File: config.mk
export PLATFORM = sky130hd
export DESIGN_NAME = cu_cache
export DESIGN_NICKNAME = d
export VERILOG_FILES = /design/src/hdl/cu_cache_pkg.sv /design/src/hdl/cu_cache.sv /design/src/hdl/cu_cache_cmd_fsm.sv /design/src/hdl/cu_sync_fifo.sv
export SDC_FILE = /design/constraint.sdc
export NUM_CORES = 2
export LEC_CHECK = 0
export ABC_AREA = 1
export ABC_CLOCK_PERIOD_IN_PS = 9800
export BUFFER_PORTS_ARGS = -buffer_cell sky130_fd_sc_hd__buf_2
export CORE_ASPECT_RATIO = 2
export CORE_MARGIN = 5
export CORE_UTILIZATION = 47
export CTS_CLUSTER_DIAMETER = 60
export CTS_CLUSTER_SIZE = 10
export DETAILED_ROUTE_END_ITERATION = 6
export MAX_ROUTING_LAYER = met4
export PLACE_DENSITY = 0.62
export SYNTH_ARGS = -nofsm -noshare
export SYNTH_HDL_FRONTEND = slang
export SYNTH_SLANG_ARGS = --single-unit
File: constraint.sdc
create_clock -name ap_clk -period 9.8 [get_ports ap_clk]
set_input_delay 0.49 -clock ap_clk [delete_from_list [all_inputs] [get_ports ap_clk]]
set_output_delay 0.49 -clock ap_clk [all_outputs]
set_load 0.05 [all_outputs]
File: src/hdl/cu_cache_pkg.sv
// -------------------------------------------------------------------------
// Command unit shared definitions
// Bus widths, memory command encoding, command FSM states and the
// packed widths of the request and response FIFO words
// -------------------------------------------------------------------------

`default_nettype none

package cu_cache_pkg;

  // Datapath widths
  localparam int cu_addr_w = 32;
  localparam int cu_data_w = 32;
  localparam int cu_strb_w = cu_data_w / 8;
  localparam int cu_tag_w  = 8;
  localparam int cu_cmd_w  = 1;

  // Request word is cmd, tag, addr, wdata, wstrb from MSB down
  localparam int cu_req_w  = cu_cmd_w + cu_tag_w + cu_addr_w + cu_data_w + cu_strb_w;
  // Response word is cmd, tag, rdata from MSB down
  localparam int cu_resp_w = cu_cmd_w + cu_tag_w + cu_data_w;

  // Memory command carried with each request
  typedef enum logic [cu_cmd_w-1:0] {
    CMD_MEM_READ  = 1'b0,
    CMD_MEM_WRITE = 1'b1
  } mem_cmd_e;

  // -------------------------------------------------------------------------
  // Command FSM states
  // -------------------------------------------------------------------------
  typedef enum logic [3:0] {
    CMD_RESET        = 4'd0,
    CMD_READY        = 4'd1,
    CMD_READ_TRANS   = 4'd2,
    CMD_READ         = 4'd3,
    CMD_WRITE_TRANS  = 4'd4,
    CMD_WRITE        = 4'd5,
    CMD_WRITE_POST   = 4'd6,
    CMD_WRITE_POST_2 = 4'd7,
    CMD_POP_TRANS    = 4'd8,
    CMD_POP          = 4'd9
  } cu_cmd_state_e;

endpackage : cu_cache_pkg

`default_nettype wire

File: src/hdl/cu_cache.sv
// -------------------------------------------------------------------------
// Command unit top level
// Registered request and response stages around a request FIFO, the
// command FSM and a response FIFO, plus the done flag
// -------------------------------------------------------------------------

`timescale 1ns/1ps
`default_nettype none

module cu_cache #(
  parameter int FIFO_DEPTH  = 32,
  parameter int PROG_THRESH = 16
) (
  input  logic                               ap_clk,
  input  logic                               areset_m_axi,
  // Request side
  input  logic                               req_valid_i,
  input  cu_cache_pkg::mem_cmd_e             req_cmd_i,
  input  logic [cu_cache_pkg::cu_tag_w-1:0]  req_tag_i,
  input  logic [cu_cache_pkg::cu_addr_w-1:0] req_addr_i,
  input  logic [cu_cache_pkg::cu_data_w-1:0] req_wdata_i,
  input  logic [cu_cache_pkg::cu_strb_w-1:0] req_wstrb_i,
  output logic                               req_full_o,
  output logic                               req_prog_full_o,
  // Response side
  input  logic                               resp_pop_i,
  output logic                               resp_valid_o,
  output cu_cache_pkg::mem_cmd_e             resp_cmd_o,
  output logic [cu_cache_pkg::cu_tag_w-1:0]  resp_tag_o,
  output logic [cu_cache_pkg::cu_data_w-1:0] resp_rdata_o,
  // Memory port
  output logic                               mem_valid_o,
  output logic [cu_cache_pkg::cu_addr_w-1:0] mem_addr_o,
  output logic [cu_cache_pkg::cu_data_w-1:0] mem_wdata_o,
  output logic [cu_cache_pkg::cu_strb_w-1:0] mem_wstrb_o,
  input  logic [cu_cache_pkg::cu_data_w-1:0] mem_rdata_i,
  input  logic                               mem_rvalid_i,
  input  logic                               mem_ready_i,
  output logic                               done_o
);

  import cu_cache_pkg::*;

  // Registered request inputs
  logic                 req_valid_q;
  mem_cmd_e             req_cmd_q;
  logic [cu_tag_w-1:0]  req_tag_q;
  logic [cu_addr_w-1:0] req_addr_q;
  logic [cu_data_w-1:0] req_wdata_q;
  logic [cu_strb_w-1:0] req_wstrb_q;
  logic                 resp_pop_q;

  // Request FIFO
  logic [cu_req_w-1:0]  req_din;
  logic [cu_req_w-1:0]  req_dout;
  logic                 req_head_valid;
  logic                 req_pop;
  logic                 req_full;
  logic                 req_empty;
  logic                 req_prog_full;
  logic                 head_cmd_bit;
  logic [cu_tag_w-1:0]  head_tag;
  logic [cu_addr_w-1:0] head_addr;
  logic [cu_data_w-1:0] head_wdata;
  logic [cu_strb_w-1:0] head_wstrb;

  // Response FIFO
  logic [cu_resp_w-1:0] resp_din;
  logic [cu_resp_w-1:0] resp_dout;
  logic                 resp_push;
  logic                 resp_rd_en;
  logic                 resp_fifo_valid;
  logic                 resp_empty;
  logic                 resp_prog_full;
  mem_cmd_e             fsm_resp_cmd;
  logic [cu_tag_w-1:0]  fsm_resp_tag;
  logic [cu_data_w-1:0] fsm_resp_rdata;

  logic                 fsm_idle;
  logic                 done_q;

  // -------------------------------------------------------------------------
  // Input stage
  // -------------------------------------------------------------------------
  always_ff @(posedge ap_clk) begin
    if (areset_m_axi) begin
      req_valid_q <= 1'b0;
      resp_pop_q  <= 1'b0;
    end else begin
      req_valid_q <= req_valid_i;
      resp_pop_q  <= resp_pop_i;
    end
  end

  always_ff @(posedge ap_clk) begin
    req_cmd_q   <= req_cmd_i;
    req_tag_q   <= req_tag_i;
    req_addr_q  <= req_addr_i;
    req_wdata_q <= req_wdata_i;
    req_wstrb_q <= req_wstrb_i;
  end

  // -------------------------------------------------------------------------
  // Request FIFO, first-word-fall-through
  // -------------------------------------------------------------------------
  assign req_din = {req_cmd_q, req_tag_q, req_addr_q, req_wdata_q, req_wstrb_q};
  assign {head_cmd_bit, head_tag, head_addr, head_wdata, head_wstrb} = req_dout;

  cu_sync_fifo #(
    .WIDTH      (cu_req_w),
    .FIFO_DEPTH (FIFO_DEPTH),
    .PROG_THRESH(PROG_THRESH),
    .FWFT       (1'b1)
  ) req_fifo_i (
    .ap_clk      (ap_clk),
    .areset_m_axi(areset_m_axi),
    .wr_en_i     (req_valid_q),
    .din_i       (req_din),
    .rd_en_i     (req_pop),
    .dout_o      (req_dout),
    .valid_o     (req_head_valid),
    .full_o      (req_full),
    .empty_o     (req_empty),
    .prog_full_o (req_prog_full)
  );

  // -------------------------------------------------------------------------
  // Command FSM
  // -------------------------------------------------------------------------
  cu_cache_cmd_fsm cmd_fsm_i (
    .ap_clk          (ap_clk),
    .areset_m_axi    (areset_m_axi),
    .head_valid_i    (req_head_valid),
    .head_cmd_i      (mem_cmd_e'(head_cmd_bit)),
    .head_tag_i      (head_tag),
    .head_addr_i     (head_addr),
    .head_wdata_i    (head_wdata),
    .head_wstrb_i    (head_wstrb),
    .resp_prog_full_i(resp_prog_full),
    .mem_ready_i     (mem_ready_i),
    .mem_rvalid_i    (mem_rvalid_i),
    .mem_rdata_i     (mem_rdata_i),
    .mem_valid_o     (mem_valid_o),
    .mem_addr_o      (mem_addr_o),
    .mem_wdata_o     (mem_wdata_o),
    .mem_wstrb_o     (mem_wstrb_o),
    .req_pop_o       (req_pop),
    .resp_push_o     (resp_push),
    .resp_cmd_o      (fsm_resp_cmd),
    .resp_tag_o      (fsm_resp_tag),
    .resp_rdata_o    (fsm_resp_rdata),
    .idle_o          (fsm_idle)
  );

  // -------------------------------------------------------------------------
  // Response FIFO, standard read
  // -------------------------------------------------------------------------
  assign resp_din   = {fsm_resp_cmd, fsm_resp_tag, fsm_resp_rdata};
  // Level pop from outside, held off when empty
  assign resp_rd_en = resp_pop_q & ~resp_empty;

  cu_sync_fifo #(
    .WIDTH      (cu_resp_w),
    .FIFO_DEPTH (FIFO_DEPTH),
    .PROG_THRESH(PROG_THRESH),
    .FWFT       (1'b0)
  ) resp_fifo_i (
    .ap_clk      (ap_clk),
    .areset_m_axi(areset_m_axi),
    .wr_en_i     (resp_push),
    .din_i       (resp_din),
    .rd_en_i     (resp_rd_en),
    .dout_o      (resp_dout),
    .valid_o     (resp_fifo_valid),
    // prog_full stops the FSM well before this
    .full_o      (),
    .empty_o     (resp_empty),
    .prog_full_o (resp_prog_full)
  );

  // -------------------------------------------------------------------------
  // Output stage and done flag
  // -------------------------------------------------------------------------
  always_ff @(posedge ap_clk) begin
    if (areset_m_axi) begin
      resp_valid_o    <= 1'b0;
      req_full_o      <= 1'b0;
      req_prog_full_o <= 1'b0;
      done_q          <= 1'b0;
      done_o          <= 1'b0;
    end else begin
      resp_valid_o    <= resp_fifo_valid;
      req_full_o      <= req_full;
      req_prog_full_o <= req_prog_full;
      // Nothing queued, nothing in flight, memory idle
      done_q          <= req_empty & resp_empty & fsm_idle & mem_ready_i;
      done_o          <= done_q;
    end
  end

  always_ff @(posedge ap_clk) begin
    resp_cmd_o   <= mem_cmd_e'(resp_dout[cu_resp_w-1]);
    resp_tag_o   <= resp_dout[cu_data_w +: cu_tag_w];
    resp_rdata_o <= resp_dout[cu_data_w-1:0];
  end

endmodule : cu_cache

`default_nettype wire

File: src/hdl/cu_cache_cmd_fsm.sv
// -------------------------------------------------------------------------
// Command FSM for the command unit
// Takes one request at a time, strobes it on the memory port, waits for
// read data or the write tail, then pops the request and pushes a response
// -------------------------------------------------------------------------

`timescale 1ns/1ps
`default_nettype none

module cu_cache_cmd_fsm (
  input  logic                               ap_clk,
  input  logic                               areset_m_axi,
  // Request FIFO head
  input  logic                               head_valid_i,
  input  cu_cache_pkg::mem_cmd_e             head_cmd_i,
  input  logic [cu_cache_pkg::cu_tag_w-1:0]  head_tag_i,
  input  logic [cu_cache_pkg::cu_addr_w-1:0] head_addr_i,
  input  logic [cu_cache_pkg::cu_data_w-1:0] head_wdata_i,
  input  logic [cu_cache_pkg::cu_strb_w-1:0] head_wstrb_i,
  input  logic                               resp_prog_full_i,
  // Memory port
  input  logic                               mem_ready_i,
  input  logic                               mem_rvalid_i,
  input  logic [cu_cache_pkg::cu_data_w-1:0] mem_rdata_i,
  output logic                               mem_valid_o,
  output logic [cu_cache_pkg::cu_addr_w-1:0] mem_addr_o,
  output logic [cu_cache_pkg::cu_data_w-1:0] mem_wdata_o,
  output logic [cu_cache_pkg::cu_strb_w-1:0] mem_wstrb_o,
  // FIFO sequencing
  output logic                               req_pop_o,
  output logic                               resp_push_o,
  // Response word
  output cu_cache_pkg::mem_cmd_e             resp_cmd_o,
  output logic [cu_cache_pkg::cu_tag_w-1:0]  resp_tag_o,
  output logic [cu_cache_pkg::cu_data_w-1:0] resp_rdata_o,
  output logic                               idle_o
);

  import cu_cache_pkg::*;

  cu_cmd_state_e state_q;
  cu_cmd_state_e state_d;
  logic          issue;
  logic          issue_write;

  // Start only with a head word, a ready memory and room for the response
  assign issue       = (state_q == CMD_READY) & head_valid_i & mem_ready_i
                       & ~resp_prog_full_i;
  assign issue_write = issue & (head_cmd_i == CMD_MEM_WRITE);

  assign idle_o = (state_q == CMD_READY);

  // -------------------------------------------------------------------------
  // Next state
  // -------------------------------------------------------------------------
  always_comb begin
    state_d = state_q;
    case (state_q)
      CMD_RESET: begin
        state_d = CMD_READY;
      end
      CMD_READY: begin
        if (issue_write) begin
          state_d = CMD_WRITE_TRANS;
        end else if (issue) begin
          state_d = CMD_READ_TRANS;
        end
      end
      // Strobe is out this cycle
      CMD_READ_TRANS: begin
        state_d = CMD_READ;
      end
      // Hold until read data returns
      CMD_READ: begin
        if (mem_rvalid_i) begin
          state_d = CMD_POP_TRANS;
        end
      end
      CMD_WRITE_TRANS: begin
        state_d = CMD_WRITE;
      end
      // Fixed three-cycle write tail
      CMD_WRITE: begin
        state_d = CMD_WRITE_POST;
      end
      CMD_WRITE_POST: begin
        state_d = CMD_WRITE_POST_2;
      end
      CMD_WRITE_POST_2: begin
        state_d = CMD_POP_TRANS;
      end
      CMD_POP_TRANS: begin
        state_d = CMD_POP;
      end
      // Pop and push strobes are high here
      CMD_POP: begin
        state_d = CMD_READY;
      end
      default: begin
        state_d = CMD_RESET;
      end
    endcase
  end

  // -------------------------------------------------------------------------
  // State and strobes
  // -------------------------------------------------------------------------
  always_ff @(posedge ap_clk) begin
    if (areset_m_axi) begin
      state_q     <= CMD_RESET;
      mem_valid_o <= 1'b0;
      req_pop_o   <= 1'b0;
      resp_push_o <= 1'b0;
    end else begin
      state_q     <= state_d;
      mem_valid_o <= issue;
      req_pop_o   <= (state_q == CMD_POP_TRANS);
      resp_push_o <= (state_q == CMD_POP_TRANS);
    end
  end

  // Memory command and response fields, loaded at issue
  always_ff @(posedge ap_clk) begin
    if (issue) begin
      mem_addr_o  <= head_addr_i;
      mem_wdata_o <= head_wdata_i;
      // Reads carry no byte enables
      mem_wstrb_o <= head_wstrb_i & {cu_strb_w{head_cmd_i == CMD_MEM_WRITE}};
      resp_cmd_o  <= head_cmd_i;
      resp_tag_o  <= head_tag_i;
    end
  end

  // Read data capture, zero for a write response
  always_ff @(posedge ap_clk) begin
    if (mem_rvalid_i) begin
      resp_rdata_o <= mem_rdata_i;
    end else if (issue_write) begin
      resp_rdata_o <= '0;
    end
  end

  // -------------------------------------------------------------------------
  // Checks
  // -------------------------------------------------------------------------
  a_mem_valid_pulse: assert property (@(posedge ap_clk) disable iff (areset_m_axi)
    mem_valid_o |=> !mem_valid_o);

  // Request leaves one FIFO as its response enters the other, head still there
  a_pop_push_pair: assert property (@(posedge ap_clk) disable iff (areset_m_axi)
    (req_pop_o || resp_push_o) |-> (req_pop_o && resp_push_o && head_valid_i));

  // Read data only returns while a read waits for it
  a_rvalid_in_read: assert property (@(posedge ap_clk) disable iff (areset_m_axi)
    mem_rvalid_i |-> (state_q == CMD_READ));

endmodule : cu_cache_cmd_fsm

`default_nettype wire

File: src/hdl/cu_sync_fifo.sv
// -------------------------------------------------------------------------
// Synchronous FIFO with registered flags and a programmable-full level
// FWFT = 1 shows the head word with valid, FWFT = 0 reads on rd_en
// -------------------------------------------------------------------------

`timescale 1ns/1ps
`default_nettype none

module cu_sync_fifo #(
  parameter int WIDTH       = 32,
  parameter int FIFO_DEPTH  = 32,
  parameter int PROG_THRESH = 16,
  parameter bit FWFT        = 1'b0
) (
  input  logic             ap_clk,
  input  logic             areset_m_axi,
  input  logic             wr_en_i,
  input  logic [WIDTH-1:0] din_i,
  input  logic             rd_en_i,
  output logic [WIDTH-1:0] dout_o,
  output logic             valid_o,
  output logic             full_o,
  output logic             empty_o,
  output logic             prog_full_o
);

  localparam int ptr_w   = (FIFO_DEPTH > 1) ? $clog2(FIFO_DEPTH) : 1;
  localparam int count_w = $clog2(FIFO_DEPTH + 1);

  logic [WIDTH-1:0]   mem [FIFO_DEPTH];
  logic [ptr_w-1:0]   wr_ptr_q;
  logic [ptr_w-1:0]   rd_ptr_q;
  logic [count_w-1:0] count_q;
  logic [count_w-1:0] count_d;
  logic               wr_fire;
  logic               rd_fire;

  // Overflow and underflow attempts are dropped here
  assign wr_fire = wr_en_i & ~full_o;
  assign rd_fire = rd_en_i & ~empty_o;

  // Occupancy after this edge
  always_comb begin
    case ({wr_fire, rd_fire})
      2'b10:   count_d = count_q + 1'b1;
      2'b01:   count_d = count_q - 1'b1;
      default: count_d = count_q;
    endcase
  end

  // -------------------------------------------------------------------------
  // Pointers, occupancy and flags
  // -------------------------------------------------------------------------
  always_ff @(posedge ap_clk) begin
    if (areset_m_axi) begin
      wr_ptr_q    <= '0;
      rd_ptr_q    <= '0;
      count_q     <= '0;
      empty_o     <= 1'b1;
      full_o      <= 1'b0;
      prog_full_o <= 1'b0;
    end else begin
      // Wrap at the last slot, depth need not be a power of two
      if (wr_fire) begin
        wr_ptr_q <= (wr_ptr_q == ptr_w'(FIFO_DEPTH - 1)) ? '0 : wr_ptr_q + 1'b1;
      end
      if (rd_fire) begin
        rd_ptr_q <= (rd_ptr_q == ptr_w'(FIFO_DEPTH - 1)) ? '0 : rd_ptr_q + 1'b1;
      end
      count_q     <= count_d;
      empty_o     <= (count_d == '0);
      full_o      <= (count_d == count_w'(FIFO_DEPTH));
      prog_full_o <= (count_d >= count_w'(PROG_THRESH));
    end
  end

  // Storage
  always_ff @(posedge ap_clk) begin
    if (wr_fire) begin
      mem[wr_ptr_q] <= din_i;
    end
  end

  // -------------------------------------------------------------------------
  // Read port
  // -------------------------------------------------------------------------
  if (FWFT) begin : g_fwft
    // Head word always on the output, rd_en acts as pop
    assign dout_o  = mem[rd_ptr_q];
    assign valid_o = ~empty_o;
  end else begin : g_std
    // Word and valid one cycle after the read strobe
    always_ff @(posedge ap_clk) begin
      if (areset_m_axi) begin
        valid_o <= 1'b0;
      end else begin
        valid_o <= rd_fire;
      end
    end

    always_ff @(posedge ap_clk) begin
      if (rd_fire) begin
        dout_o <= mem[rd_ptr_q];
      end
    end
  end

  // Producer must watch full
  a_no_write_full: assert property (@(posedge ap_clk) disable iff (areset_m_axi)
    !(wr_en_i && full_o));

  // Consumer must watch empty or valid
  a_no_read_empty: assert property (@(posedge ap_clk) disable iff (areset_m_axi)
    !(rd_en_i && empty_o));

endmodule : cu_sync_fifo

`default_nettype wire
==> run summary <==
The run gives 11400 as the synthesized netlist cell count. The logs give 3.41% for the global-route met3 utilization and 5.54% for the worst slew margin relative to its limit. Final weighted congestion in routability-driven placement: 0.818.

The sum of overflow across all layers after global routing was 0; the average vias per placed instance was 6.14. The clock passes through at most 4 buffers. The synthesized design devotes to its leading area cell type 75.3% of total area. The clock slew seen by the registers of the worst setup and hold paths works out to 0.06 ns. The design draws 35.6 mW.

After synthesis, the cell types taking the most area are edfxtp_1 (75%), o21ai_0 (6.1%), nor2_1 (5.3%). Summed over all layers, the routed wires come to 464 mm. For this design the total switching power over the nets is 7.32 mW. Of all flip-flops after synthesis, the portion carrying an async set or reset was 0%. The flow ran to the end, but the final reports show violations. The initial standard-cell utilization of the core was 47.2%.

Cell area after synthesis: 157000 um2. The routed layout has 101000 vias. After floorplanning, the core was sized to cover 332000 um2.

The number of nets handed over by synthesis was 11600. Yosys mapped a number of flops with a built-in enable equal to 3926. The fraction of the yosys area taken by sequential cells is 77.5%. The run gives 299 as the count of standard-cell rows.

The first TritonRoute pass finished after 7 iterations. The endpoint identified for the worst register-to-register timing path is cmd_fsm_i.mem_wdata_o[16]. The Yosys step of the flow raised 0 warnings.

In the final routed layout, each cell accounts on average for 28.4 um. Following the worst setup path forward leads to its endpoint at cmd_fsm_i.mem_wdata_o[16]. The actual slew at the worst max-slew pin was 1.42 ns. Clock tree synthesis inserted a total of 454 buffers. The highest achievable clock rate is 204 MHz, and the power share of the combinational group is 1.6%. The first-pass GRT wire length came out at 669 mm. 229 I/O pins were placed.

The clock latency at the later pin of the worst-skew pair was 0.97 ns; the required time at the worst-slack endpoint was 10.47 ns. The run gives 1 as the number of remaining DRC errors. Max-cap violations in this run came to 0.

In the synthesized netlist the dominant register cell turns out to be edfxtp_1. For this run, the post-layout net count is 11800. The worst register-to-register path has a depth of 9. The internal portion of the total power is 28.3 mW. STA puts the critical path data arrival time at 5.58 ns.

Clock tree synthesis selected as its root buffer the cell clkbuf_16. The number of hold violations in the final report is 0, and the overall die area is 346000 um2. Critical path capture point type: a register. Global routing consumed, over all layers together, 26.8% of the routing resources. The switching part of the total power came out at 20.6%. The via count of the first global-routing pass is 100000, and the global routing met2 resource utilization is 46.5%. In the final layout, the share of cells above drive strength 1 is 8.25%. The final-report setup violation count was 0; the number of register bits inferred by synthesis was 4101. The initial antenna violation count was 12. For the pin count of the biggest net entering global routing, the log shows 340.

After synthesis, the netlist uses 43 different library cells. The number of pins with negative max-slew slack in the final report was 0; the number of buffers inserted by port buffering was 228. Setup repair after global routing left no endpoint under its margin. In this run the register-to-register setup slack is 4.89 ns. The routed design could run at a clock period as short as 4.91 ns. CTS saw 4101 sinks. For this design the static power due to leakage is 57.2 nW. The synthesized design spends more area on one cell type than any other, namely edfxtp_1. In this run the most used layer during global routing was met2. In this run the power density over the cells is 202 nW/um2. The worst min-delay path category was in2reg. TritonCTS built the clock tree. The worst setup path is of the reg2reg kind. The HPWL after detailed placement is 233 mm. The floorplan step set the die width to 418 um. The number of gates given a new drive strength after cts was 0; the overall die height was 826 um.

A synthesized cell averages 13.7 um2. Per report_power, the clock group accounts for 43.4% of the total. Hold is met by 0.0463 ns. The fraction of the cycle the final worst path needs came out at 50.1%.

The number of routed nets with antenna violations was 0; the fraction of power consumed by sequential logic was 55.0%. After filler insertion, the fill cell instance count of the layout stands at 27000. The checks that failed: design-rule violations. Across the routed clock network, the largest skew measured is 0.0674 ns. The worst IR drop on VDD was 210 uV. The met1 routing resource usage after global routing is 31.2%. Nature of the critical path startpoint: a register.

From synthesis to final layout, the design area changed by 12.4%. For the setup TNS, the log shows 0 ns. Highest fanout seen on the critical path: 339.

In this run, the number of DRC markers left after iteration 0 of detailed routing was 11500. The clock tree synthesis step divided the H-tree into 5 levels.
[power groups by stage]
| stage | clock network [mW] | registers (mW) | logic, mW |
|---|---|---|---|
| final | 15.5 | 19.6 | 0.563 |
| after global routing | 16.4 | 19.6 | 0.608 |
| after CTS | 15.7 | 19.6 | 0.566 |
| after detailed placement | 0 | 19.9 | 0.524 |
| after global placement | 0 | 19.9 | 0.514 |
| after floorplan | 0 | 19.8 | 0.272 |
[how the worst min path moves through the flow]
stage / startpoint / end / slack (ns) / cells after the start
after floorplan: resp_fifo_i.dout_o[40] / resp_cmd_o / 0.32 / 0
after global placement: resp_fifo_i.dout_o[27] / resp_rdata_o[27] / 0.33 / 0
after detailed placement: resp_fifo_i.dout_o[20] / resp_rdata_o[20] / 0.33 / 0
after CTS: mem_rdata_i[27] / cmd_fsm_i.resp_rdata_o[27] / 0.01 / 3
after global routing: mem_rdata_i[27] / cmd_fsm_i.resp_rdata_o[27] / 0.05 / 3
final: mem_rdata_i[27] / cmd_fsm_i.resp_rdata_o[27] / 0.05 / 3
[layout by cell type (no fill, tap or decap), drive strengths merged, types with 2 or more instances in the layout]
cell	n
nand3	255
o211ai	45
clkinv	10
ha	18
nor4	3
dfxtp	175
nand3b	2
buf	417
nand2	529
o31ai	3
diode	22
a32o	10
nor2	2208
edfxtp	3926
clkbuf	807
o21bai	6
o21ai	2163
nand4	36
o21a	12
a21oi	38
inv	158
nor3	8
o221ai	266
o22ai	743
dlygate4sd3	118
xor2	9
or2	7
a211oi	4
a31oi	14
[flip-flops by register name, indices dropped and copies added (netlist names), 32 cells and up, named ones only]
signal,count
resp_fifo_i.dout_o,41
cmd_fsm_i.mem_wdata_o,32
req_wdata_q,32
cmd_fsm_i.resp_rdata_o,32
req_addr_q,32
req_fifo_i.mem,2464
cmd_fsm_i.mem_addr_o,32
resp_fifo_i.mem,1312
resp_rdata_o,32
[per-stage QoR]
stage	setup slack, ns	instance area (um2)	util (%)	instances
floorplan	4.32	157000	-	11400
global placement	5.34	162000	48.7	15400
detailed placement	5.24	162000	48.7	15400
CTS	5.22	176000	53.0	16400
global route	4.79	176000	53.0	16400
finish	4.89	176000	53.1	16400
[area by class of cell]
cell class                 count  area [um2]  share of cell area [%]
inverter                     150         631                   0.358
antenna                       22        55.1                  0.0313
multi-input combinational   6381       31400                    17.9
timing repair buffer         535        3930                    2.23
clock buffer                 807       12800                    7.29
sequential                  4101      121000                    69.0
tap                         4364        5460                    3.10
clock inverter                19         254                   0.144
[worst max-delay path, stage by stage, from the launching register on]
cell       delay [ns]
dfxtp_4          0.80
clkinv_16        0.61
buf_12           0.61
buf_4            0.53
o21ai_0          0.28
o22ai_1          0.12
o21ai_1          0.14
nor2_1           0.06
a31oi_1          0.60
o21ai_1          0.15
[synthesized netlist by cell type, types with 5 or more instances]
cell,number
nand3_1,254
o22ai_1,743
xor2_1,9
a31oi_1,14
o221ai_1,266
buf_6,33
clkinv_1,6
nor3_1,8
buf_1,34
or2_0,5
a21oi_1,38
o21ai_1,258
clkbuf_1,510
ha_1,18
buf_2,156
dfxtp_1,175
edfxtp_1,3926
o21a_1,12
o21bai_1,6
o211ai_1,45
nand2_1,528
nand4_1,36
a32o_1,10
o21ai_0,1905
clkbuf_2,5
inv_1,139
nor2_1,2206
buf_4,64
[layer usage]
| metal | vias up | part of all wire (%) |
|---|---|---|
| met5 | - | 0 |
| met4 | 0 | 5.4 |
| met3 | 1307 | 7.2 |
| met2 | 5085 | 52 |
| met1 | 50900 | 36 |
| li1 | 43200 | - |
[kinds of logic (layout without fill, tap and decap cells)]
family                     count (synthesis)  after routing  synth area share [%]
xor gates and xnor gates                   9              9                0.0503
AOI/OAI and AO/OA                       3305           3305                  11.9
DFF                                     4101           4101                  77.5
and+or+nand+nor                         3049           3049                  7.61
adders and majority gates                 18             18                 0.144
buffers and inverters                    954           1511                  2.75
other                                      0             22                     0
[timing repair]
action / 4_1_cts / 5_1_grt
hold buffers: 118 / 0
setup endpoints to repair: 0 / 0
setup buffers: 0 / 0
endpoints found under the hold margin: 124 / 0
Note: power is estimated with default switching activity, not from simulation.
